[src/verilog/tcb_pkg.sv]
package tcb_pkg;

    ////////////////////////////////////////////////////////////
    // bus widths
    ////////////////////////////////////////////////////////////

    // data and byte address width
    localparam int unsigned xlen = 32;
    // byte lanes per data word
    localparam int unsigned blen = xlen / 8;

    ////////////////////////////////////////////////////////////
    // transfer size
    ////////////////////////////////////////////////////////////

    // log2 of the transfer size in bytes
    typedef enum logic [1:0] {
        siz_byte = 2'd0,
        siz_half = 2'd1,
        siz_word = 2'd2
    } tcb_siz_e;

    ////////////////////////////////////////////////////////////
    // request and response
    ////////////////////////////////////////////////////////////

    // size coded request, write data right aligned
    typedef struct packed {
        logic            wen;
        logic [xlen-1:0] adr;
        tcb_siz_e        siz;
        logic [xlen-1:0] wdt;
    } tcb_req_t;

    // response, valid one cycle after the handshake
    typedef struct packed {
        logic [xlen-1:0] rdt;
        logic            err;
    } tcb_rsp_t;

    // byte enable request, word address and data in its lanes
    typedef struct packed {
        logic            wen;
        logic [xlen-3:0] adr;
        logic [blen-1:0] ben;
        logic [xlen-1:0] wdt;
    } tcb_ben_req_t;

endpackage: tcb_pkg

[src/verilog/tcb_register_request.sv]
`timescale 1ns/10ps

module tcb_register_request (
    input  logic             clk,
    input  logic             rst,
    // one-delay side
    input  logic             vld,
    input  tcb_pkg::tcb_req_t req,
    output logic             rdy,
    output tcb_pkg::tcb_rsp_t rsp,
    // zero-delay peripheral side
    output logic             per_vld,
    output tcb_pkg::tcb_req_t per_req,
    input  logic             per_rdy,
    input  tcb_pkg::tcb_rsp_t per_rsp
);

    ////////////////////////////////////////////////////////////
    // holding register
    ////////////////////////////////////////////////////////////

    logic full;
    tcb_pkg::tcb_req_t req_q;

    // room when empty or when the entry drains this cycle
    assign rdy = !full || per_rdy;

    always_ff @(posedge clk) begin
        if (rst) begin
            full <= 1'b0;
        end else if (vld && rdy) begin
            full <= 1'b1;
        end else if (per_rdy) begin
            // entry consumed, nothing new
            full <= 1'b0;
        end
    end

    // payload
    always_ff @(posedge clk) begin
        if (vld && rdy) begin
            req_q <= req;
        end
    end

    ////////////////////////////////////////////////////////////
    // peripheral side
    ////////////////////////////////////////////////////////////

    // entry presented the cycle after capture
    assign per_vld = full;
    assign per_req = req_q;

    // zero-delay answer lines up with the one-delay response slot
    assign rsp = per_rsp;

endmodule: tcb_register_request

[config.mk]
export PLATFORM = sky130hd
export DESIGN_NAME = tcb_register_request
export DESIGN_NICKNAME = d
export VERILOG_FILES = /design/src/verilog/tcb_pkg.sv /design/src/verilog/tcb_register_request.sv
export SDC_FILE = /design/constraint.sdc
export NUM_CORES = 1
export LEC_CHECK = 0
export ABC_CLOCK_PERIOD_IN_PS = 1750
export BUFFER_PORTS_ARGS = -buffer_cell sky130_fd_sc_hd__buf_2
export CORE_MARGIN = 4
export CORE_UTILIZATION = 37
export CTS_BUF_LIST = sky130_fd_sc_hd__clkbuf_16
export DETAILED_ROUTE_END_ITERATION = 8
export HOLD_SLACK_MARGIN = 0.05
export PLACE_DENSITY = 0.77
export SLEW_MARGIN = 10
export SYNTH_ARGS = -nofsm -noshare
export SYNTH_HDL_FRONTEND = slang
export SYNTH_SLANG_ARGS = --single-unit
[constraint.sdc]
create_clock -name clk -period 1.75 [get_ports clk]
set_clock_uncertainty 0.1 [all_clocks]
set_input_delay 0.175 -clock clk [delete_from_list [all_inputs] [get_ports clk]]
set_output_delay 0.175 -clock clk [all_outputs]
set_load 0.03 [all_outputs]
### After elaboration in Yosys (flattened, before gate mapping)

Index checks and enable logic that the tools add are counted.
Widths: inputs -> output; s select.

* add/subtract/negate cells: 0
* multiply operators: 0
* div/mod/pow operators: 0
* $lt $le $gt $ge: 0
* equal/unequal tests: 0
* shifts and indexed selects: 0
* mux-type cells: 2
* bitwise gates (word level): 0
* reduce and logical (&&, ||, !) cells: 4

Operator list (number)
* $mux 1: 2
* $reduce_bool 2->1: 1
* $logic_and 1x1->1: 1
* $logic_not 1->1: 1
* $logic_or 1x1->1: 1

* register bits: 68
* bits in latches: 0
* memory bits (writable): 0
* bits in read-only memories: 0
* output and inout port bits: 102
* memories: 0

### Logic depth before layout (Yosys ltp)

* depth after elaboration: 4
* gate-level depth with buffers: 2
* depth with buffers taken out: 2

### Worst setup path before layout

Ideal clock, no wire load.

* kind: register -> register
* from: reg full (netlist: per_vld)
* to: reg req_q, in the netlist per_req[0], enable pin
* setup time: 378 ps
* data arrival time: 1188 ps
* data required time: 1272 ps
* setup slack: 84 ps
* stages on the path, launching flop included: 3
* path buffers: 0
* period minus slack after synthesis: 1666 ps
* cells stage by stage: dfxtp_1 > nand2b_4 > and2_4

* longest elaborated chain between the ends: 3

RTL lines
* start, declared: RTL line tcb_register_request.sv:22 `logic full;`
* start signal, assigned: RTL line tcb_register_request.sv:30 `full <= 1'b0;`
* start signal, assigned: RTL line tcb_register_request.sv:32 `full <= 1'b1;`
* start signal, assigned: RTL line tcb_register_request.sv:35 `full <= 1'b0;`
* $logic_not 1->1: RTL line tcb_register_request.sv:26 `assign rdy = !full || per_rdy;`
* $logic_or 1x1->1: RTL line tcb_register_request.sv:26
* net rdy: RTL line tcb_register_request.sv:9 `output logic rdy,`
* $logic_and 1x1->1: RTL line tcb_register_request.sv:41 `if (vld && rdy) begin`
* end signal, assigned: RTL line tcb_register_request.sv:42 `req_q <= req;`
* end, declared: RTL line tcb_register_request.sv:23 `tcb_pkg::tcb_req_t req_q;`

The timed path passes the listed nets, and every way through them passes these cells.
A chain may end at the register's enable or synchronous reset.

### Final worst setup path

* from: in rst
* to: reg full (netlist: per_vld)

RTL lines
* start, declared: RTL line tcb_register_request.sv:5 `input logic rst,`

No word-level cell between the ends.

==> metrics.txt <==
postcts setup bufs 0; Avg Synthesized Cell Area 22.0 µm²; Netlist Area Pre-Place 0.00231 mm²; DRT Pass-1 Iters 4; P_int 3080 µW; leading post-synthesis cells by cell area edfxtp_1, buf_4, dfxtp_1, nand2b_4, a21oi_2; slew margin rel. 81.7%; grt ovf 0; Gate power share 13.2%; max incr delay on CP 560 ps; antenna viol nets, final 0; first-pass GRT wire length 8.74 mm; clock slew at reported path FFs 50 ps; switching portion of total power 23.6%; starting DRC count in detailed routing 36; slowest CP cell dlygate4sd3_1; final number of max-transition violations 0; hold crit path type input port to output pin; pre-CTS WS 483 ps; DRC viols 0; layout cells sized above 1 53.0%; final setup violating endpoints 0; drt wl/cell 16.4 µm; CP Launch Type input port; vias in the first global route 1788; Peak VDD IR 0.653 mV; initial antenna violation count 0; Die Ht 87.1 µm; final estimated routing congestion in global placement 0.708; WP data required 1910 ps; dpl cell area 0.00288 mm²; total negative slack 0 ps; CP Data Arrival Time 1490 ps; # hold bufs at CTS 69; reg2reg setup slack 460 ps; Fillers 432; max_cap viols 0; share of Yosys cell area claimed by the top area cell type 86.9%; final worst slack 419 ps; via count 1605; # resized after CTS 0; Syn Inst Count 105; Seq/Total Area, Yosys 87.8%; number of diodes 0; Clk Latency, worst-skew pair 320 ps; Power Density 1050 mW/mm²; status completed; Net Count, Synth 209; post-DP HPWL 4.07 mm; Bufs on Longest Clock Path 2; Clock power frac 38.8%; clk sinks 68; Min Clock Period, post-route 1330 ps; Critical Path, Cell by Cell dlygate4sd3_1, buf_2, a21oi_2, dlygate4sd3_1; Max FO, Critical Path 1; Routed WL 6.11 mm; Core Area 0.00599 mm²; register area 0.00203 mm²; Worst Setup Path Type input port to register; period utilization 76.1%; Worst-Margin Slew 275 ps; Yosys reg bits 68; area of the multi-input gates 31.3 µm²; largest net degree at the start of global routing 46; leak pwr 0.00165 µW; register share of total power 47.9%; Row Count 28; CTS Buf Count 9; drt via density 4.30; RSZ-0062 raised after global routing no; Sw Pwr 951 µW; CP most frequent cell dlygate4sd3_1; initial core utilization 38.6%; layout net count 397; gr usage total 16.0%; I/O pins 206; Syn-to-layout area delta 66.1%; H-Tree Level Count 3; synth warn 0; Die Width 87.1 µm; Die Area 0.00759 mm²; design area 0.00384 mm²; fmax 751 MHz; Port Buffers 139; Clk Tree Root Cell clkbuf_16; CTS tree yes; post-synth cell types 7; Yosys top cell by area edfxtp_1; final hold violation count 0; CP endpoint kind register
## per-layer routing
| metal | vias up | track usage (%) | wire length, µm |
|---|---|---|---|
| met5 | - | 0 | 0 |
| met3 | 20 | 8.04 | 758 |
| li1 | 731 | - | - |
| met2 | 120 | 27.7 | 3210 |
| met1 | 734 | 15.7 | 2010 |
| met4 | 0 | 7.67 | 137 |
## power by group through the flow
stage / Combinational, µW / Sequential [µW] / Clock, µW
CTS: 535 / 1930 / 1610
floorplan: 177 / 2150 / 0
global route: 565 / 1940 / 1690
detailed placement: 416 / 1960 / 0
global placement: 407 / 1960 / 0
finish: 534 / 1930 / 1560
## cells in the mapped netlist (all sizes together)
library cell and instances:
inv 1, a21oi 1, dfxtp 1, nand2b 1
edfxtp 67, buf 33, and2 1
## placed cells by master (no fill, tap or decap)
| cell | instances |
|---|---|
| dlygate4sd3_1 | 69 |
| clkinv_4 | 1 |
| clkinv_1 | 2 |
| a21oi_2 | 1 |
| clkinv_2 | 1 |
| buf_12 | 1 |
| inv_1 | 1 |
| clkbuf_16 | 9 |
| buf_2 | 139 |
| dfxtp_1 | 1 |
| edfxtp_1 | 67 |
| and2_4 | 1 |
| clkinvlp_4 | 3 |
| buf_4 | 1 |
| nand2b_4 | 1 |
## area by class of cell
| type | instances | area share (%) |
|---|---|---|
| clock inverter | 7 | 1.14 |
| tap | 75 | 2.44 |
| inverter | 1 | 0.0977 |
| timing repair buffer | 210 | 36.8 |
| sequential | 68 | 52.9 |
| multi-input combinational | 3 | 0.814 |
| clock buffer | 9 | 5.86 |
## stage by stage
step                std cells  total power (µW)  utilization [%]  hold WS, ps
floorplan                 105              2330                -          137
global placement          288              2360             48.1          238
detailed placement        288              2380             48.1          238
CTS                       373              4070             64.2          250
global route              373              4190             64.2          250
finish                    373              4030             64.2          250
## logic make-up (layout without fill, tap and decap cells)
logic type,Yosys count,in the layout,share of synthesized area (%)
DFF,68,68,87.8
AOI/OAI and AO/OA,1,1,0.378
and+or+nand+nor,2,2,0.973
buffers and inverters,34,227,10.9
## registers in the layout, indices dropped and copies added (netlist names)
register  count
per_req      67
per_vld       1
## critical path, delay by kind of cell
kind	cells	cell delay, ps
AO/OA/AOI/OAI	1	90
buffers and inverters	3	1230
## worst paths after layout
check | from | to | cells past startpoint
max | rst | per_vld | 4
min | per_rsp[10] | rsp[10] | 0
max reg2reg | per_vld | per_vld | 3
min reg2reg | per_vld | per_req[10] | 3
(Power assumes the default switching activity.)
