**config.mk**
```make
export PLATFORM = sky130hd
export DESIGN_NAME = tcb_size_to_byteena
export DESIGN_NICKNAME = d
export VERILOG_FILES = /design/src/verilog/tcb_pkg.sv /design/src/verilog/tcb_size_to_byteena.sv
export SDC_FILE = /design/constraint.sdc
export NUM_CORES = 1
export LEC_CHECK = 0
export ABC_AREA = 1
export BUFFER_PORTS_ARGS = -buffer_cell sky130_fd_sc_hd__buf_2
export CAP_MARGIN = 40
export CELL_PAD_IN_SITES_DETAIL_PLACEMENT = 1
export CELL_PAD_IN_SITES_GLOBAL_PLACEMENT = 2
export CORE_AREA = 2 2 120 122
export CTS_BUF_LIST = sky130_fd_sc_hd__clkbuf_8 sky130_fd_sc_hd__clkbuf_16
export DETAILED_ROUTE_END_ITERATION = 7
export DIE_AREA = 0 0 122 124
export PLACE_DENSITY_LB_ADDON = 0.1
export SLEW_MARGIN = 40
export SYNTH_ARGS = -nofsm -noshare
export SYNTH_HDL_FRONTEND = slang
export SYNTH_SLANG_ARGS = --single-unit
```
**constraint.sdc**
```tcl
create_clock -name clk -period 1.6 [get_ports clk]
set_clock_uncertainty 0.2 [all_clocks]
set_input_delay 0.16 -clock clk [delete_from_list [all_inputs] [get_ports clk]]
set_output_delay 0.16 -clock clk [all_outputs]
set_load 0.05 [all_outputs]
```
**src/verilog/tcb_pkg.sv**
```systemverilog
package tcb_pkg;

    ////////////////////////////////////////////////////////////
    // bus widths
    ////////////////////////////////////////////////////////////

    // data and byte address width
    localparam int unsigned xlen = 32;
    // byte lanes per data word
    localparam int unsigned blen = xlen / 8;

    ////////////////////////////////////////////////////////////
    // transfer size
    ////////////////////////////////////////////////////////////

    // log2 of the transfer size in bytes
    typedef enum logic [1:0] {
        siz_byte = 2'd0,
        siz_half = 2'd1,
        siz_word = 2'd2
    } tcb_siz_e;

    ////////////////////////////////////////////////////////////
    // request and response
    ////////////////////////////////////////////////////////////

    // size coded request, write data right aligned
    typedef struct packed {
        logic            wen;
        logic [xlen-1:0] adr;
        tcb_siz_e        siz;
        logic [xlen-1:0] wdt;
    } tcb_req_t;

    // response, valid one cycle after the handshake
    typedef struct packed {
        logic [xlen-1:0] rdt;
        logic            err;
    } tcb_rsp_t;

    // byte enable request, word address and data in its lanes
    typedef struct packed {
        logic            wen;
        logic [xlen-3:0] adr;
        logic [blen-1:0] ben;
        logic [xlen-1:0] wdt;
    } tcb_ben_req_t;

endpackage: tcb_pkg

```
**src/verilog/tcb_size_to_byteena.sv**
```systemverilog
`timescale 1ns/10ps

module tcb_size_to_byteena (
    input  logic                 clk,
    input  logic                 rst,
    // size coded side
    input  logic                 vld,
    input  tcb_pkg::tcb_req_t     req,
    output logic                 rdy,
    output tcb_pkg::tcb_rsp_t     rsp,
    // byte enable side
    output logic                 mem_vld,
    output tcb_pkg::tcb_ben_req_t mem_req,
    input  logic [tcb_pkg::xlen-1:0] mem_rdt
);

    logic [1:0] ofs;
    logic mis;
    // captured at the handshake
    logic [1:0] ofs_q;
    tcb_pkg::tcb_siz_e siz_q;
    logic mis_q;
    logic [tcb_pkg::xlen-1:0] rdt_sh;

    // memory never stalls
    assign rdy = 1'b1;
    assign ofs = req.adr[1:0];

    ////////////////////////////////////////////////////////////
    // request conversion
    ////////////////////////////////////////////////////////////

    always_comb begin
        mem_req.wen = req.wen;
        mem_req.adr = req.adr[tcb_pkg::xlen-1:2];
        // data moved into its byte lanes
        mem_req.wdt = req.wdt << {ofs, 3'b000};
        case (req.siz)
            tcb_pkg::siz_byte: mem_req.ben = 4'b0001 << ofs;
            tcb_pkg::siz_half: mem_req.ben = 4'b0011 << ofs;
            default:           mem_req.ben = 4'b1111;
        endcase
    end

    // half at odd address, word off alignment
    assign mis = ((req.siz == tcb_pkg::siz_half) && ofs[0])
              || ((req.siz == tcb_pkg::siz_word) && (ofs != 2'b00));
    // misaligned access never reaches memory
    assign mem_vld = vld && !mis;

    ////////////////////////////////////////////////////////////
    // response realignment
    ////////////////////////////////////////////////////////////

    always_ff @(posedge clk) begin
        if (rst) begin
            mis_q <= 1'b0;
        end else if (vld && rdy) begin
            mis_q <= mis;
        end
    end

    always_ff @(posedge clk) begin
        if (vld && rdy) begin
            ofs_q <= ofs;
            siz_q <= req.siz;
        end
    end

    // lanes down to bit 0
    assign rdt_sh = mem_rdt >> {ofs_q, 3'b000};

    always_comb begin
        rsp.err = mis_q;
        if (mis_q) begin
            rsp.rdt = '0;
        end else begin
            case (siz_q)
                tcb_pkg::siz_byte: rsp.rdt = {24'd0, rdt_sh[7:0]};
                tcb_pkg::siz_half: rsp.rdt = {16'd0, rdt_sh[15:0]};
                default:           rsp.rdt = rdt_sh;
            endcase
        end
    end

endmodule: tcb_size_to_byteena

```
After elaboration in Yosys (flattened, before gate mapping)
Index checks and enable logic that the tools add are counted.
{ "totals": {"reg_bits": 5, "elab_cells": 21, "out_inout_bits": 102} }
{ "classes": {"n_eq_ne": 3, "shifts": 4, "n_mux": 3, "reduce_logical": 8} }
{ "op_table": {"columns": ["operator", "count"], "rows": [
  ["32-bit case mux with 2 select lines", 1],
  ["32-bit two-way mux", 1],
  ["32-bit by 5-bit << shifter with 32-bit output", 1],
  ["32-bit by 5-bit >> shifter with 32-bit output", 1],
  ["4-bit case mux with 2 select lines", 1],
  ["2-bit by 1-bit == test with 1-bit output, second input constant", 2],
  ["2-bit zero test", 2],
  ["1-bit by 2-bit << shifter with 4-bit output, first input constant", 1],
  ["2-bit by 2-bit << shifter with 4-bit output, first input constant", 1],
  ["1-bit logical AND", 3],
  ["2-bit == test, second input constant", 1],
  ["2-bit nonzero test", 1],
  ["1-bit zero test", 1],
  ["1-bit logical OR", 1]
]} }

Logic depth before layout (Yosys ltp)
{ "logic_depth": {"word_depth": 5, "ltp_mapped": 7, "ltp_nobuf": 5} }

Least setup slack after synthesis
Ideal clock, no wire load.
{ "synth_timing": {"kind": "in2out", "from": "input port req[34] in the netlist's numbering", "to": "output port mem_req[30] in the netlist's numbering", "n_path_buf": 2, "t_required_ns": 1.240, "stages": 5, "slack_ns": -0.427, "arrival_time_ns": 1.667, "cell_sequence": "buf_2 > buf_2 > nand2_1 > o21ai_0 > o21ai_0"} }
{ "synth_rtl": {"columns": ["item", "line_no", "text"], "rows": [
  ["start: declaration", "tcb_size_to_byteena.sv:8", "input tcb_pkg::tcb_req_t req,"],
  ["end: declaration", "tcb_size_to_byteena.sv:13", "output tcb_pkg::tcb_ben_req_t mem_req,"]
]} }

==> flow_summary.yaml <==
sta:
  hold_ws_ps: 22.60
  setup_ws_ps: -266.4
  period_share_pct: 116.7
  rsz0062_at_grt: "yes"
  slew_violations: 0
  max_freq_ghz: 0.5358
  layout_min_cycle_time_ps: 1866
  setup-violations-final: 32
  hold_viol: 0
placed_design:
  routabilityCongestion: 0.7771
  place_ws_ps: -115.0
  portBuffers: 140
  dp_hpwl_um: 7273
  placedCellCount: 650
grt:
  overflow: 0
  grt_pass1_vias: 2643
  grt_max_degree: 33
  antenna_found_initial: 2
  grt_pass1_wl_um: 13430
  grt_usage_pct: 11.18
synthesis:
  synth_cell_types: 23
  ys_ff_latch: 5
  syn_area_per_cell_um2: 4.994
  synthCells: 355
  synth.mux.area_fraction_pct: 0
  synthAdderAreaFrac_pct: 0
  netlist_area_mm2: 0.001773
  yosys_warnings: 0
  synth_compound_area_share_pct: 15.53
  synth_xor_area_share_pct: 0
  yosysSeqAreaShare_pct: 7.904
  syn-num-nets: 457
  synth_enable_flop_cells: 4
  async_flop_share_pct: 0
  synth_top_family_by_area: "simple AND/OR/NAND/NOR gates"
  synth-simple-area-share_pct: 48.34
  yosys_most_used_dff: "edfxtp_1"
job:
  cap_violations: 0
worst_setup_path:
  crit_type: "flip-flop to output port"
  cp-end-kind: "output port"
  crit_fanout: 7
  critPathArrivalTime_ps: 1510
  critPathLaunchType: "flip-flop"
  cp_data_required_time_ps: 1240
routing:
  vias: 2562
  drc: 0
  ant_nets: 0
  drtIter0Drc: 48
  drt_first_pass_iters: 4
  wirelength_um: 8972
  post_drt_wl_per_cell_um: 13.55
  via_per_inst: 3.870
status:
  outcome: "finished, violations left"
  violations: "setup timing"
cells_and_area:
  layout.nets: 584
  drive_above_1_share_pct: 58.84
  stdcell_count: 662
  area_growth_pct: 106.4
die:
  die_area_mm2: 0.01513
  coreArea_mm2: 0.01372
  die_x_um: 122
  ios: 204
  start_util_pct: 12.92
  die_h_um: 124
  std_cell_rows: 43
pwr:
  p_per_area_mw_per_mm2: 628.9
  p_total_uw: 2301
  vdd_drop_max_mv: 0.3044
  p_leak_uw: 0.001869
cts:
  clk_latency_ps: 230
  htreeDepth: 1
  cts.sinks: 5
  cts.clk_slew.worst_paths_ps: 40
  cts_root_buf: "clkbuf_16"
  cts_tree: "yes"
  clockBufferDepth: 2
  numCtsBuffers: 3
hold_path:
  hold_class: "primary input to flip-flop"
## layout make-up
cell class,count,area (um2)
inverters,30,117.6
multi-input cells,267,1642
clock buffers,3,75.07
clock inverters,1,3.754
repair buffers,175,1453
diodes,1,2.502
fillers,1719,10060
well taps,180,225.2
flip-flops and latches,5,140.1
## power breakdown
group / total [uW] / switching (uW) / internal [uW]
logic: 1730 / 1090 / 632
registers: 163 / 10.5 / 153
clock network: 411 / 87.1 / 324
total: 2300 / 1190 / 1110
## critical path: stages, from the launching register on
cell and delay (ps):
edfxtp_1 460, buf_6 170, clkbuf_16 160, nand2_1 50, nand2_1 110, nor2_2 140, nor2_4 40, buf_6 140
## what timing repair did
item                                   CTS  global route
gates resized for setup                 63           116
endpoints found under the hold margin    3             0
setup endpoints to repair               32            45
hold buffers                             3             0
pin swaps                                3            22
gates cloned                             0             2
buffers inserted                         1             2
## synth_stat cells (2+ instances only)
cell	number	area (um2)
nor2_1	54	202.7
inv_2	2	7.510
a21oi_1	14	70.07
edfxtp_1	4	120.1
a21oi_2	2	17.52
and2_1	8	50.05
nand3_1	9	45.04
o21ai_0	28	140.1
buf_4	37	277.8
inv_1	27	101.4
buf_6	4	45.04
buf_2	10	50.05
o21ai_1	8	40.04
nand2_1	139	521.8
## state kept, by name (all words and copies together), names as in the netlist
name   count
mis_q      1
ofs_q      2
siz_q      2
## layout by cell type (no fill, tap or decap), drive strengths merged
cell type	count
dfxtp	1
clkbuf	9
dlygate4sd3	3
edfxtp	4
buf	166
conb	1
nand3	9
nand2	139
inv	30
a21oi	16
o21ai	36
clkinv	1
nor2	56
and2	8
o21bai	1
nand3b	1
diode	1
## final timing paths
kind,startpoint,endpoint,slack (ps),cells past startpoint
hold / removal,req[35],ofs_q[1]$_DFFE_PP_,20,1
hold reg to reg,mis_q$_SDFFE_PP0P_,mis_q$_SDFFE_PP0P_,400,2
setup reg to reg,mis_q$_SDFFE_PP0P_,mis_q$_SDFFE_PP0P_,720,2
setup / recovery,ofs_q[0]$_DFFE_PP_,rsp[14],-270,7
## logic make-up after synthesis
| family | after synthesis |
|---|---|
| buf+inv | 83 |
| simple gates | 213 |
| other cells | 1 |
| compound gates | 53 |
| flops | 5 |
## routing by layer
metal	wire length (um)	part of all wire [%]	vias up	global-route usage, %
met2	4253	47	83	18.16
met1	3860	43	1148	14.38
li1	-	-	1315	-
met4	94	1.0	0	2.299
met5	0	0	-	0
met3	764	8.5	16	3.846
## per-stage QoR
| step | TNS, ps | area [um2] | utilization [%] |
|---|---|---|---|
| 2_1_floorplan | -1017 | 2016 | - |
| 6_report | -6029 | 3659 | 26.67 |
| 5_1_grt | -8176 | 3656 | 26.65 |
| 3_5_place_dp | -1720 | 2898 | 21.12 |
| 3_3_place_gp | -910.2 | 2898 | 21.12 |
| 4_1_cts | -6726 | 3209 | 23.39 |
Power figures use the tool's default switching activity.
