$ cat src/verilog/tcb_pkg.sv
package tcb_pkg;

    ////////////////////////////////////////////////////////////
    // bus widths
    ////////////////////////////////////////////////////////////

    // data and byte address width
    localparam int unsigned xlen = 32;
    // byte lanes per data word
    localparam int unsigned blen = xlen / 8;

    ////////////////////////////////////////////////////////////
    // transfer size
    ////////////////////////////////////////////////////////////

    // log2 of the transfer size in bytes
    typedef enum logic [1:0] {
        siz_byte = 2'd0,
        siz_half = 2'd1,
        siz_word = 2'd2
    } tcb_siz_e;

    ////////////////////////////////////////////////////////////
    // request and response
    ////////////////////////////////////////////////////////////

    // size coded request, write data right aligned
    typedef struct packed {
        logic            wen;
        logic [xlen-1:0] adr;
        tcb_siz_e        siz;
        logic [xlen-1:0] wdt;
    } tcb_req_t;

    // response, valid one cycle after the handshake
    typedef struct packed {
        logic [xlen-1:0] rdt;
        logic            err;
    } tcb_rsp_t;

    // byte enable request, word address and data in its lanes
    typedef struct packed {
        logic            wen;
        logic [xlen-3:0] adr;
        logic [blen-1:0] ben;
        logic [xlen-1:0] wdt;
    } tcb_ben_req_t;

endpackage: tcb_pkg

$ cat src/verilog/soc_pkg.sv
package soc_pkg;

    ////////////////////////////////////////////////////////////
    // address map
    ////////////////////////////////////////////////////////////

    // shared memory window, 16 KiB
    localparam logic [tcb_pkg::xlen-1:0] mem_base = 32'h8000_0000;
    localparam int unsigned mem_adr_w = 12;
    // byte address bits covered by the memory
    localparam int unsigned mem_span_w = mem_adr_w + 2;

    // peripheral window, gpio in the lower half, uart slot above
    localparam logic [tcb_pkg::xlen-1:0] per_base = 32'h8000_4000;
    localparam int unsigned per_span = 32'h80;
    localparam int unsigned per_ofs_w = $clog2(per_span);

    ////////////////////////////////////////////////////////////
    // gpio
    ////////////////////////////////////////////////////////////

    localparam int unsigned gpio_w = 32;
    localparam logic [per_ofs_w-1:0] gpio_ofs_drive = 7'h00;
    localparam logic [per_ofs_w-1:0] gpio_ofs_enable = 7'h04;
    localparam logic [per_ofs_w-1:0] gpio_ofs_pins = 7'h08;

    // decoder targets
    typedef enum logic [1:0] {
        sel_mem,
        sel_per,
        sel_err
    } tcb_sel_e;

endpackage: soc_pkg

$ cat src/verilog/tcb_gpio.sv
`timescale 1ns/10ps

module tcb_gpio (
    input  logic                       clk,
    input  logic                       rst,
    // zero-delay bus
    input  logic                       vld,
    input  tcb_pkg::tcb_req_t           req,
    output logic                       rdy,
    output tcb_pkg::tcb_rsp_t           rsp,
    // pins
    output logic [soc_pkg::gpio_w-1:0] gpio_drive,
    output logic [soc_pkg::gpio_w-1:0] gpio_enable,
    input  logic [soc_pkg::gpio_w-1:0] gpio_pins
);

    logic [soc_pkg::per_ofs_w-1:0] ofs;
    logic ok;
    logic [soc_pkg::gpio_w-1:0] pins_meta;
    logic [soc_pkg::gpio_w-1:0] pins_sync;
    logic [tcb_pkg::xlen-1:0] rd;

    assign rdy = 1'b1;
    assign ofs = req.adr[soc_pkg::per_ofs_w-1:0];

    ////////////////////////////////////////////////////////////
    // access check
    ////////////////////////////////////////////////////////////

    // word access to a known register, pins are read only
    assign ok = (req.siz == tcb_pkg::siz_word)
             && ((ofs == soc_pkg::gpio_ofs_drive)
              || (ofs == soc_pkg::gpio_ofs_enable)
              || ((ofs == soc_pkg::gpio_ofs_pins) && !req.wen));

    ////////////////////////////////////////////////////////////
    // registers
    ////////////////////////////////////////////////////////////

    always_ff @(posedge clk) begin
        if (rst) begin
            gpio_drive  <= '0;
            gpio_enable <= '0;
        end else if (vld && req.wen && ok) begin
            if (ofs == soc_pkg::gpio_ofs_drive) begin
                gpio_drive <= req.wdt[soc_pkg::gpio_w-1:0];
            end else begin
                gpio_enable <= req.wdt[soc_pkg::gpio_w-1:0];
            end
        end
    end

    // two flop input synchronizer
    always_ff @(posedge clk) begin
        pins_meta <= gpio_pins;
        pins_sync <= pins_meta;
    end

    ////////////////////////////////////////////////////////////
    // read data
    ////////////////////////////////////////////////////////////

    always_comb begin
        rd = '0;
        case (ofs)
            soc_pkg::gpio_ofs_drive:  rd[soc_pkg::gpio_w-1:0] = gpio_drive;
            soc_pkg::gpio_ofs_enable: rd[soc_pkg::gpio_w-1:0] = gpio_enable;
            default:                  rd[soc_pkg::gpio_w-1:0] = pins_sync;
        endcase
    end

    // zero on errors and on writes
    assign rsp.rdt = (ok && !req.wen) ? rd : '0;
    assign rsp.err = !ok;

endmodule: tcb_gpio

$ cat config.mk
export PLATFORM = sky130hd
export DESIGN_NAME = tcb_gpio
export DESIGN_NICKNAME = d
export VERILOG_FILES = /design/src/verilog/tcb_pkg.sv /design/src/verilog/soc_pkg.sv /design/src/verilog/tcb_gpio.sv
export SDC_FILE = /design/constraint.sdc
export NUM_CORES = 1
export LEC_CHECK = 0
export ABC_CLOCK_PERIOD_IN_PS = 1750
export CORE_MARGIN = 4
export CORE_UTILIZATION = 55
export DETAILED_ROUTE_END_ITERATION = 10
export DONT_BUFFER_PORTS = 1
export PLACE_DENSITY = 0.73
export REMOVE_ABC_BUFFERS = 1
export SLEW_MARGIN = 20
export SYNTH_ARGS = -nofsm -noshare
export SYNTH_HDL_FRONTEND = slang
export SYNTH_SLANG_ARGS = --single-unit
$ cat constraint.sdc
create_clock -name clk -period 1.75 [get_ports clk]
set_clock_uncertainty 0.15 [all_clocks]
set_input_delay 0.175 -clock clk [delete_from_list [all_inputs] [get_ports clk]]
set_output_delay 0.175 -clock clk [all_outputs]
set_load 0.05 [all_outputs]
Word level (Yosys, flattened, before mapping)
Index checks and enable logic that the tools add are counted.
{"block": "totals", "reg_bits": 128, "latchBits": 0, "mem_bits_rw": 0, "rom_bits": 0, "inputBits": 102, "output_inout_bits": 98, "memories": 0}
{"block": "op_classes", "addsub": 0, "mul": 0, "div": 0, "order_cmp": 0, "eq_ne": 3, "n_shift": 0, "muxes": 2, "bitwise_logic": 1, "n_reduce_logical": 12}
{"cell": "32-bit one-hot mux with 2 select lines", "n": 1}
{"cell": "32-bit 2-to-1 mux", "n": 1}
{"cell": "7-bit by 3-bit equality test with 1-bit output, second input constant", "n": 1}
{"cell": "7-bit by 4-bit equality test with 1-bit output, second input constant", "n": 1}
{"cell": "7-bit zero test", "n": 1}
{"cell": "1-bit logical AND", "n": 5}
{"cell": "2-bit AND reduction", "n": 2}
{"cell": "2-bit equality test, second input constant", "n": 1}
{"cell": "1-bit zero test", "n": 2}
{"cell": "1-bit logical OR", "n": 2}
{"cell": "1-bit inverter", "n": 1}

Longest topological paths before layout
{"block": "logic_depth", "depth_word": 6, "ltp_mapped": 6, "ltp_nobuf": 3}

Worst setup path after synthesis
OpenSTA, ideal clock, no wires.
{"block": "synth_path", "path_kind": "input to output", "from": "in req[39] (netlist name)", "to": "out rsp[10] (netlist name)", "arrival_ps": 1971, "setup_slack_ps": -546, "path_stages": 4, "cell_sequence": "or3_2 -> a2111o_1 -> clkbuf_1 -> nor2_1"}
{"element": "from (decl)", "line": "tcb_gpio.sv:8", "rtl": "input tcb_pkg::tcb_req_t req,"}
{"element": "to (decl)", "line": "tcb_gpio.sv:10", "rtl": "output tcb_pkg::tcb_rsp_t rsp,"}

==> flow_summary.toml <==
[pwr]
ir_worst_vdd_mv = 0.822
finalPower_w = 0.00658
p_leak_nw = 3.45
power_density_mw_per_mm2 = 904

[synthesis]
synth_cell_type_count = 21
ys_seq_elements = 128
yosys_warnings = 0
synth_cells = 426
syn-cell-area_mm2 = 0.00495
avgSynthCellArea_um2 = 11.6
synth_seq_area_share_pct = 51.8

[sta]
setup_viol = 32
tns_ns = -7.40
clock.fmax_mhz = 493
drv_slew = 0
rsz0062_at_grt = "yes"
final_hold_viol_count = 0
finalCritPeriodShare_pct = 116
period_needed_ns = 2.03
fin_ws_ns = -0.280

[critical_path]
cp_num_buf_inv = 2
crit_slowest_cell = "or4b_4"
path_cells = "or4b_4 -> a2111o_1 -> buf_6 -> nor2_1 -> buf_6"
max_stage_delay_ns = 0.55
worst-setup-path-type = "input port to output pin"
required_ns = 1.42
reg2reg_slack_ns = 0.56
r2r_start = "gpio_drive[21]$_SDFFE_PP0P_"
crit_family = "simple AND/OR/NAND/NOR gates"
reg2reg_to = "gpio_drive[21]$_SDFFE_PP0P_"
cp_max_fo = 7
r2r.worst_path.cells = 3
worstSetupEndpointType = "output pin"
arrival_ns = 1.71
start_kind = "input port"
crit_top_cell = "buf_6"

[final_layout]
layout_common_cells = "128 x dfxtp_1, 95 x mux2i_1, 70 x nand2b_1, 67 x dlygate4sd3_1, 65 x buf_4"
fin_nets = 690
n_antenna_cell = 0
final_design_area_no_fill_mm2 = 0.00728
fillers = 425
postLayoutCoreUtil_pct = 83.5
syn2layout_area_growth_pct = 47.0
drive_above_1_share_pct = 33.2
layout_commonest_cell = "dfxtp_1"
layout.cells.non_filler = 708

[floorplan]
ios = 200
die_area_mm2 = 0.0106
core-area_mm2 = 0.00872
fp.dieH_um = 103
die_w_um = 103
row_count = 34
initial_core_util_pct = 56.8

[routing]
drt_iter0_drc = 98
ant_nets = 0
route.detailed.drc = 0
drtPass1Iterations = 4
routedWlPerCell_um = 18.7
viasPerCell = 5.15
wirelength_mm = 13.2
vias = 3646

[global_route]
overflow = 0
gr-usage-all-layers_pct = 25.4
grt_antenna_before_repair = 0
grt_pass1_wl_mm = 20.5
grt_max_degree = 94
grt_pass1_vias = 4030

[hold_path]
hold_depth = 3
worstHoldPathType = "input port to register"
holdCritStartpoint = "rst"
min_to = "gpio_enable[17]$_SDFFE_PP0P_"

[cts]
clockBufferDepth = 2
cts.htree.levels = 4
cts_tree = "yes"
clk_pin_slew_worst_paths_ns = 0.06
clkSinkCount = 128
cts_made_buffers = 17
clk_latency_ns = 0.50
root_buffer = "clkbuf_8"

[status]
status = "finished, violations left"
violations = "setup timing"

[place]
dp_cells = 608
placed_area_mm2 = 0.00569
dp_hpwl_mm = 7.53
gp_congestion = 0.749
io_buffers = 0

[job]
cap_viol_max_count = 0
==> worst max path at each step <==
stage | to | depth (start not counted) | slack (ns) | startpoint
CTS | rsp[30] | 5 | -0.31 | req[34]
global route | rsp[23] | 5 | -0.34 | req[34]
global placement | gpio_drive[12]$_SDFFE_PP0P_ | 4 | -0.32 | req[39]
floorplan | rsp[10] | 3 | -0.67 | req[39]
finish | rsp[23] | 5 | -0.28 | req[34]
detailed placement | rsp[25] | 6 | -0.38 | req[32]
==> cell families after synthesis <==
kind of cell,count (synthesis),share of synthesized area [%]
AOI/OAI and AO/OA,2,0.329
buffers and inverters,30,4.60
DFF,128,51.8
muxes,128,26.7
other,1,0.0758
and+or+nand+nor,137,16.5
==> worst reg2reg max path, delay by kind of cell (launching register included) <==
kind	cells	cell delay [ns]
flops	1	0.33
buf+inv	1	0.20
simple gates	1	0.27
mux	1	0.17
==> metrics by stage <==
step / hold slack [ns] / setup WS, ns
floorplan: 0.0527 / -0.670
global placement: 0.0528 / -0.322
detailed placement: 0.0528 / -0.379
CTS: 0.00754 / -0.309
global route: 0.0381 / -0.338
finish: 0.0241 / -0.280
==> cells in the mapped netlist (all sizes together) <==
cell type	instances	area, um^2
a2111o	1	11.3
buf	13	154
clkbuf	17	73.8
conb	1	3.75
dfxtp	128	2560
mux2	32	360
mux2i	96	961
nand2	2	7.51
nand2b	70	438
nor2	34	128
o21ai	1	5.00
or2b	27	203
or3	1	7.51
or4	1	11.3
or4b	2	23.8
==> state kept, by name, indices dropped and copies added, names as in the netlist <==
signal	cells
gpio_enable	32
pins_meta	32
pins_sync	32
gpio_drive	32
==> power breakdown <==
part           switching (W)  internal [W]
Combinational       0.000115      0.000188
Sequential         0.0000201       0.00299
Clock                0.00122       0.00204
Total                0.00136       0.00522
==> final cells by class <==
class | count | area [um^2] | share of cell area (%)
flip-flops and latches | 128 | 2560 | 35.2
multi-input cells | 268 | 2320 | 31.9
repair buffers | 173 | 1700 | 23.4
clock buffers | 20 | 435 | 5.98
well taps | 108 | 135 | 1.86
clock inverters | 11 | 116 | 1.60
==> metal layers <==
layer,vias up,GRT usage (%),wire length [um],share of wire (%)
met2,137,42.7,6600,50
li1,1745,-,-,-
met1,1739,29.0,5130,39
met5,-,0,0,0
met4,0,11.2,327,2.5
met3,25,9.54,1150,8.7
==> repair_timing <==
item	4_1_cts	5_1_grt
endpoints found under the setup margin	32	33
hold buffers	68	0
gates resized for setup	80	9
buffers inserted	1	0
endpoints found under the hold margin	96	0
pin swaps	17	0
gates cloned	1	0
Power figures use the tool's default switching activity.
