File: src/verilog/tcb_pkg.sv
package tcb_pkg;

    ////////////////////////////////////////////////////////////
    // bus widths
    ////////////////////////////////////////////////////////////

    // data and byte address width
    localparam int unsigned xlen = 32;
    // byte lanes per data word
    localparam int unsigned blen = xlen / 8;

    ////////////////////////////////////////////////////////////
    // transfer size
    ////////////////////////////////////////////////////////////

    // log2 of the transfer size in bytes
    typedef enum logic [1:0] {
        siz_byte = 2'd0,
        siz_half = 2'd1,
        siz_word = 2'd2
    } tcb_siz_e;

    ////////////////////////////////////////////////////////////
    // request and response
    ////////////////////////////////////////////////////////////

    // size coded request, write data right aligned
    typedef struct packed {
        logic            wen;
        logic [xlen-1:0] adr;
        tcb_siz_e        siz;
        logic [xlen-1:0] wdt;
    } tcb_req_t;

    // response, valid one cycle after the handshake
    typedef struct packed {
        logic [xlen-1:0] rdt;
        logic            err;
    } tcb_rsp_t;

    // byte enable request, word address and data in its lanes
    typedef struct packed {
        logic            wen;
        logic [xlen-3:0] adr;
        logic [blen-1:0] ben;
        logic [xlen-1:0] wdt;
    } tcb_ben_req_t;

endpackage: tcb_pkg

File: src/verilog/soc_pkg.sv
package soc_pkg;

    ////////////////////////////////////////////////////////////
    // address map
    ////////////////////////////////////////////////////////////

    // shared memory window, 16 KiB
    localparam logic [tcb_pkg::xlen-1:0] mem_base = 32'h8000_0000;
    localparam int unsigned mem_adr_w = 12;
    // byte address bits covered by the memory
    localparam int unsigned mem_span_w = mem_adr_w + 2;

    // peripheral window, gpio in the lower half, uart slot above
    localparam logic [tcb_pkg::xlen-1:0] per_base = 32'h8000_4000;
    localparam int unsigned per_span = 32'h80;
    localparam int unsigned per_ofs_w = $clog2(per_span);

    ////////////////////////////////////////////////////////////
    // gpio
    ////////////////////////////////////////////////////////////

    localparam int unsigned gpio_w = 32;
    localparam logic [per_ofs_w-1:0] gpio_ofs_drive = 7'h00;
    localparam logic [per_ofs_w-1:0] gpio_ofs_enable = 7'h04;
    localparam logic [per_ofs_w-1:0] gpio_ofs_pins = 7'h08;

    // decoder targets
    typedef enum logic [1:0] {
        sel_mem,
        sel_per,
        sel_err
    } tcb_sel_e;

endpackage: soc_pkg

File: src/verilog/tcb_decoder_demux.sv
`timescale 1ns/10ps

module tcb_decoder_demux (
    input  logic             clk,
    input  logic             rst,
    // manager side
    input  logic             vld,
    input  tcb_pkg::tcb_req_t req,
    output logic             rdy,
    output tcb_pkg::tcb_rsp_t rsp,
    // memory target
    output logic             mem_vld,
    output tcb_pkg::tcb_req_t mem_req,
    input  logic             mem_rdy,
    input  tcb_pkg::tcb_rsp_t mem_rsp,
    // peripheral target
    output logic             per_vld,
    output tcb_pkg::tcb_req_t per_req,
    input  logic             per_rdy,
    input  tcb_pkg::tcb_rsp_t per_rsp
);

    ////////////////////////////////////////////////////////////
    // address decoding
    ////////////////////////////////////////////////////////////

    soc_pkg::tcb_sel_e sel;
    // selection stored for the response cycle
    soc_pkg::tcb_sel_e sel_q;
    logic mem_hit;
    logic per_hit;

    // upper address bits against each window base
    assign mem_hit = req.adr[tcb_pkg::xlen-1:soc_pkg::mem_span_w]
                  == soc_pkg::mem_base[tcb_pkg::xlen-1:soc_pkg::mem_span_w];
    assign per_hit = req.adr[tcb_pkg::xlen-1:soc_pkg::per_ofs_w]
                  == soc_pkg::per_base[tcb_pkg::xlen-1:soc_pkg::per_ofs_w];

    always_comb begin
        if (mem_hit) begin
            sel = soc_pkg::sel_mem;
        end else if (per_hit && !req.adr[soc_pkg::per_ofs_w-1]) begin
            // lower half of the window is gpio
            sel = soc_pkg::sel_per;
        end else begin
            // uart slot and unmapped space
            sel = soc_pkg::sel_err;
        end
    end

    ////////////////////////////////////////////////////////////
    // request path
    ////////////////////////////////////////////////////////////

    // request broadcast, only the strobe is routed
    assign mem_req = req;
    assign per_req = req;
    assign mem_vld = vld && (sel == soc_pkg::sel_mem);
    assign per_vld = vld && (sel == soc_pkg::sel_per);

    // readiness of the addressed target
    always_comb begin
        case (sel)
            soc_pkg::sel_mem: rdy = mem_rdy;
            soc_pkg::sel_per: rdy = per_rdy;
            default:          rdy = 1'b1;
        endcase
    end

    ////////////////////////////////////////////////////////////
    // response path
    ////////////////////////////////////////////////////////////

    always_ff @(posedge clk) begin
        if (rst) begin
            // nothing pending
            sel_q <= soc_pkg::sel_err;
        end else if (vld && rdy) begin
            sel_q <= sel;
        end
    end

    always_comb begin
        case (sel_q)
            soc_pkg::sel_mem: rsp = mem_rsp;
            soc_pkg::sel_per: rsp = per_rsp;
            default: begin
                // error responder
                rsp.rdt = '0;
                rsp.err = 1'b1;
            end
        endcase
    end

endmodule: tcb_decoder_demux

File: config.mk
export PLATFORM = sky130hd
export DESIGN_NAME = tcb_decoder_demux
export DESIGN_NICKNAME = d
export VERILOG_FILES = /design/src/verilog/tcb_pkg.sv /design/src/verilog/soc_pkg.sv /design/src/verilog/tcb_decoder_demux.sv
export SDC_FILE = /design/constraint.sdc
export NUM_CORES = 1
export LEC_CHECK = 0
export BUFFER_PORTS_ARGS = -buffer_cell sky130_fd_sc_hd__buf_2
export CORE_AREA = 5 5 116 118
export DETAILED_ROUTE_END_ITERATION = 10
export DIE_AREA = 0 0 121 123
export SYNTH_ARGS = -nofsm -noshare
export SYNTH_HDL_FRONTEND = slang
export SYNTH_SLANG_ARGS = --single-unit
export TNS_END_PERCENT = 10
File: constraint.sdc
create_clock -name clk -period 1.3 [get_ports clk]
set_input_delay 0.195 -clock clk [delete_from_list [all_inputs] [get_ports clk]]
set_output_delay 0.195 -clock clk [all_outputs]
set_load 0.005 [all_outputs]
After elaboration in Yosys (flattened, before gate mapping)
Cells that the tools add are included.
- bits of input ports: 138
- register bits: 2
- multiplexer cells: 4
- reduce and logical (&&, ||, !) cells: 7
- equal/unequal tests: 4
- operator list (cell ; count):
    $pmux W33 S2 ; 1
    $eq A25 B25 Y1 const B ; 1
    $eq A18 B18 Y1 const B ; 1
    $eq A2 B1 Y1 const B ; 2
    $logic_and A1 B1 Y1 ; 4
    $logic_not A2 Y1 ; 2
    $mux W2 ; 2
    $pmux W1 S2 ; 1
    $logic_not A1 Y1 ; 1

Depth between registers and ports, before layout
- word-level depth: 7
- mapped depth: 5
- gate-level depth less buffers: 5

Least setup slack after synthesis
No wires, ideal clock.
- kind: input port to flip-flop
- from: input port req[45] (netlist name)
- to: register sel_q[0]
- stages: 5
- setup slack: -14 ps
- setup time: 66 ps
- data required time: 1234 ps
- arrival time: 1248 ps
- cells stage by stage: nor4b_4 -> nand3_2 -> o22a_1 -> o32a_1 -> a21oi_2
- word-level cells in the longest chain between the ends: 7
- elaborated cells on any way between the ends: 8
- those cells by class: 2 x eq/ne; 3 x mux; 3 x reduce/logical
- RTL lines (element ; line ; source):
    from (decl) ; tcb_decoder_demux.sv:8 ; input tcb_pkg::tcb_req_t req,
    $eq A25 B25 Y1 * ; tcb_decoder_demux.sv:37 ; == soc_pkg::per_base[tcb_pkg::xlen-1:soc_pkg::per_ofs_w];
    $logic_and A1 B1 Y1 * ; tcb_decoder_demux.sv:42 ; end else if (per_hit && !req.adr[soc_pkg::per_ofs_w-1]) begin
    $mux W2 * ; tcb_decoder_demux.sv:42 ;
    $mux W2 * ; tcb_decoder_demux.sv:40 ; if (mem_hit) begin
    $eq A2 B1 Y1 / $logic_not A2 Y1 (equally long branches) ; tcb_decoder_demux.sv:63 ; case (sel)
    $pmux W1 S2 ; tcb_decoder_demux.sv:63 ;
    $logic_and A1 B1 Y1 ; tcb_decoder_demux.sv:78 ; end else if (vld && rdy) begin
    to (signal assigned) ; tcb_decoder_demux.sv:77 ; sel_q <= soc_pkg::sel_err;
    to (signal assigned) ; tcb_decoder_demux.sv:79 ; sel_q <= sel;
    to (decl) ; tcb_decoder_demux.sv:29 ; soc_pkg::tcb_sel_e sel_q;
Every way passes the cells marked *; elsewhere a longest branch is shown, timed or not.
A chain may end at the register's enable or synchronous reset.

Worst setup path in the final report
- from: input port req[50] (netlist name)
- to: output port mem_vld
- word-level cells in the longest chain between the ends: 6
- elaborated cells on any way between the ends: 7
- those cells by class: 2 x eq/ne; 2 x mux; 3 x reduce/logical
- RTL lines (element ; line ; source):
    $eq A25 B25 Y1 ; tcb_decoder_demux.sv:37 ;
    $logic_and A1 B1 Y1 ; tcb_decoder_demux.sv:42 ;
    $mux W2 ; tcb_decoder_demux.sv:42 ;
    $mux W2 * ; tcb_decoder_demux.sv:40 ;
    $logic_not A2 Y1 * ; tcb_decoder_demux.sv:58 ; assign mem_vld = vld && (sel == soc_pkg::sel_mem);
    $logic_and A1 B1 Y1 * ; tcb_decoder_demux.sv:58 ;
    to (decl) ; tcb_decoder_demux.sv:12 ; output logic mem_vld,
Marks and branches as above.

==> reports/qor.yml <==
dp.cells: 471
area_growth_pct: 23.7
antenna_found_initial: 0
worst-endpoint-required_ns: 1.11
synth-async-reset-ratio_pct: 0
placed_area_um2: 2040
synth-edff-count: 0
synthMuxAreaShare_pct: 18.2
dr.pass1.iters: 4
hpwl_mm: 4.81
synth_xor_area_share_pct: 0
hold_viol: 0
ant_nets: 0
drive_gt1_share_pct: 71.8
grt_pass1_wl_mm: 7.98
yosysWarningCount: 0
final_cell_mix: "181 x buf_2, 36 x nor2_1, 32 x mux2i_1"
power.total_mw: 0.963
hold_slack_ns: 0.146
syn_nets: 375
vias: 1600
fmax_mhz: 698
rsz0062_at_grt: "true"
slew_headroom_pct: 82.6
first_global_vias: 1603
worstMarginPinSlew_ns: 0.258
coreArea_um2: 12400
synth_seq_cells: 2
syn-cell-area_um2: 1760
fin_ws_ns: -0.132
tritoncts: "yes"
yosysUniqueCellTypes: 25
utilization_pct: 17.6
top_regs: "sel_q x2"
stdcell_area_um2: 2180
tns_ns: -2.79
yosysTopAreaCell: "buf_4"
critical_path_class: "input port to primary output"
violations: "setup timing"
wl_per_cell_um: 11.6
fin_crit_ns: 1.43
instances_no_fill: 477
synth_top_family_by_area: "buffers and inverters"
clkTransAtPathRegs_ns: 0.03
portBuffers: 184
yosys.area_share.simple_pct: 17.0
ys.flop_type: "dfxtp_1"
dieWidth_um: 121
antennaDiodeCount: 0
nFillCells: 1440
hold_buffers: 0
place.gp.congestion: 0.830
clock_sinks: 2
clock_tree.buffer_depth: 2
syn-instance-count: 237
die_area_um2: 14900
p_leak_nw: 1.12
power.density_nw_per_um2: 442
drc: 0
dp_slack_ns: -0.222
grt_max_degree: 35
crit_fanout: 2
slew_violations: 0
synthAdderAreaFrac_pct: 0
setup_violations: 35
grt_usage_pct: 6.65
cp-start-kind: "input port"
grt-ovfl-total: 0
drt-initial-drc-count: 37
max_cap_viol_count: 0
clockRootBuffer: "clkbuf_16"
rows: 41
wl_mm: 5.54
ys_seq_area_share_pct: 2.27
clkLatencyLatePin_ns: 0.22
hp-class: "input port to flop"
top_register: "sel_q"
skew_ns: 0
synthTopCellsByArea: "buf_4 57%, mux2i_1 18%, nor2_1 7.7%"
peakVddDrop_mv: 0.422
cts_buffers: 3
htreeDepth: 1
layout_commonest_cell: "buf_2"
critPathArrivalTime_ns: 1.24
period_share_pct: 110
yosysTopAreaCellShare_pct: 57.1
synth_compound_area_share_pct: 2.63
start_util_pct: 14.2
endpoint_kind: "primary output"
syn-mean-instance-area_um2: 7.43
status: "complete, but fails checks"
die_h_um: 123
fin_nets: 445
multiInputGateArea_um2: 676
largest_register_ffs: 2
vias_per_cell: 3.35
io_pins: 308
final-seq-area_um2: 43.8
-- synthesized netlist by cell type, types with 2 or more instances --
cell      instances
buf_4           134
nor2_1           36
mux2i_1          32
clkbuf_1          4
nand2_1           4
buf_2             3
dfxtp_1           2
inv_1             2
nand3_1           2
nand4_1           2
nor4_4            2
-- timing repair --
action / CTS / global route
endpoints found under the setup margin: 36 / 38
setup buffers: 3 / 0
resized for setup: 7 / 4
pin swaps: 5 / 6
-- worst paths after layout --
check / startpoint / depth (start not counted) / endpoint / slack (ns)
worst max register to register: sel_q[0] / 4 / sel_q[0] / 0.12
worst min-delay path: rst / 2 / sel_q[0] / 0.15
worst min register to register: sel_q[0] / 3 / sel_q[0] / 0.68
worst max-delay path: req[50] / 7 / mem_vld / -0.13
-- cells by family (layout without fill, tap and decap cells) --
group                  count (synthesis)  in the layout
flip-flops                             2              2
AO/OA/AOI/OAI                          5              5
multiplexers                          32             32
buffers and inverters                144            212
AND/OR/NAND/NOR                       54             54
-- final cells by class --
cell class                      count  area share [%]
Clock buffer                        3            3.45
Sequential cell                     2            2.01
Tap cell                          172            9.88
Timing Repair Buffer              207            53.3
Inverter                            2           0.345
Multi-Input combinational cell     91            31.0
-- per-layer routing --
metal | part of all wire, % | global-route usage, % | wire [um] | vias up
met4 | 1.5 | 2.41 | 85 | 0
li1 | - | - | - | 770
met5 | 0 | 0 | 0 | -
met3 | 11 | 1.92 | 584 | 13
met1 | 38 | 8.22 | 2120 | 704
met2 | 50 | 11.0 | 2740 | 113
-- critical path: stages --
cell and delay [ns]:
buf_8 0.10, nor4_4 0.31, nand4_1 0.15, nor2b_2 0.16
nand2_1 0.09, nor2_1 0.11, buf_2 0.12
-- power breakdown --
part	switching [mW]	internal, mW	total [mW]
sequential	0.00110	0.0613	0.0624
clock	0.0647	0.391	0.456
combinational	0.187	0.258	0.445
Power figures use the tool's default switching activity.
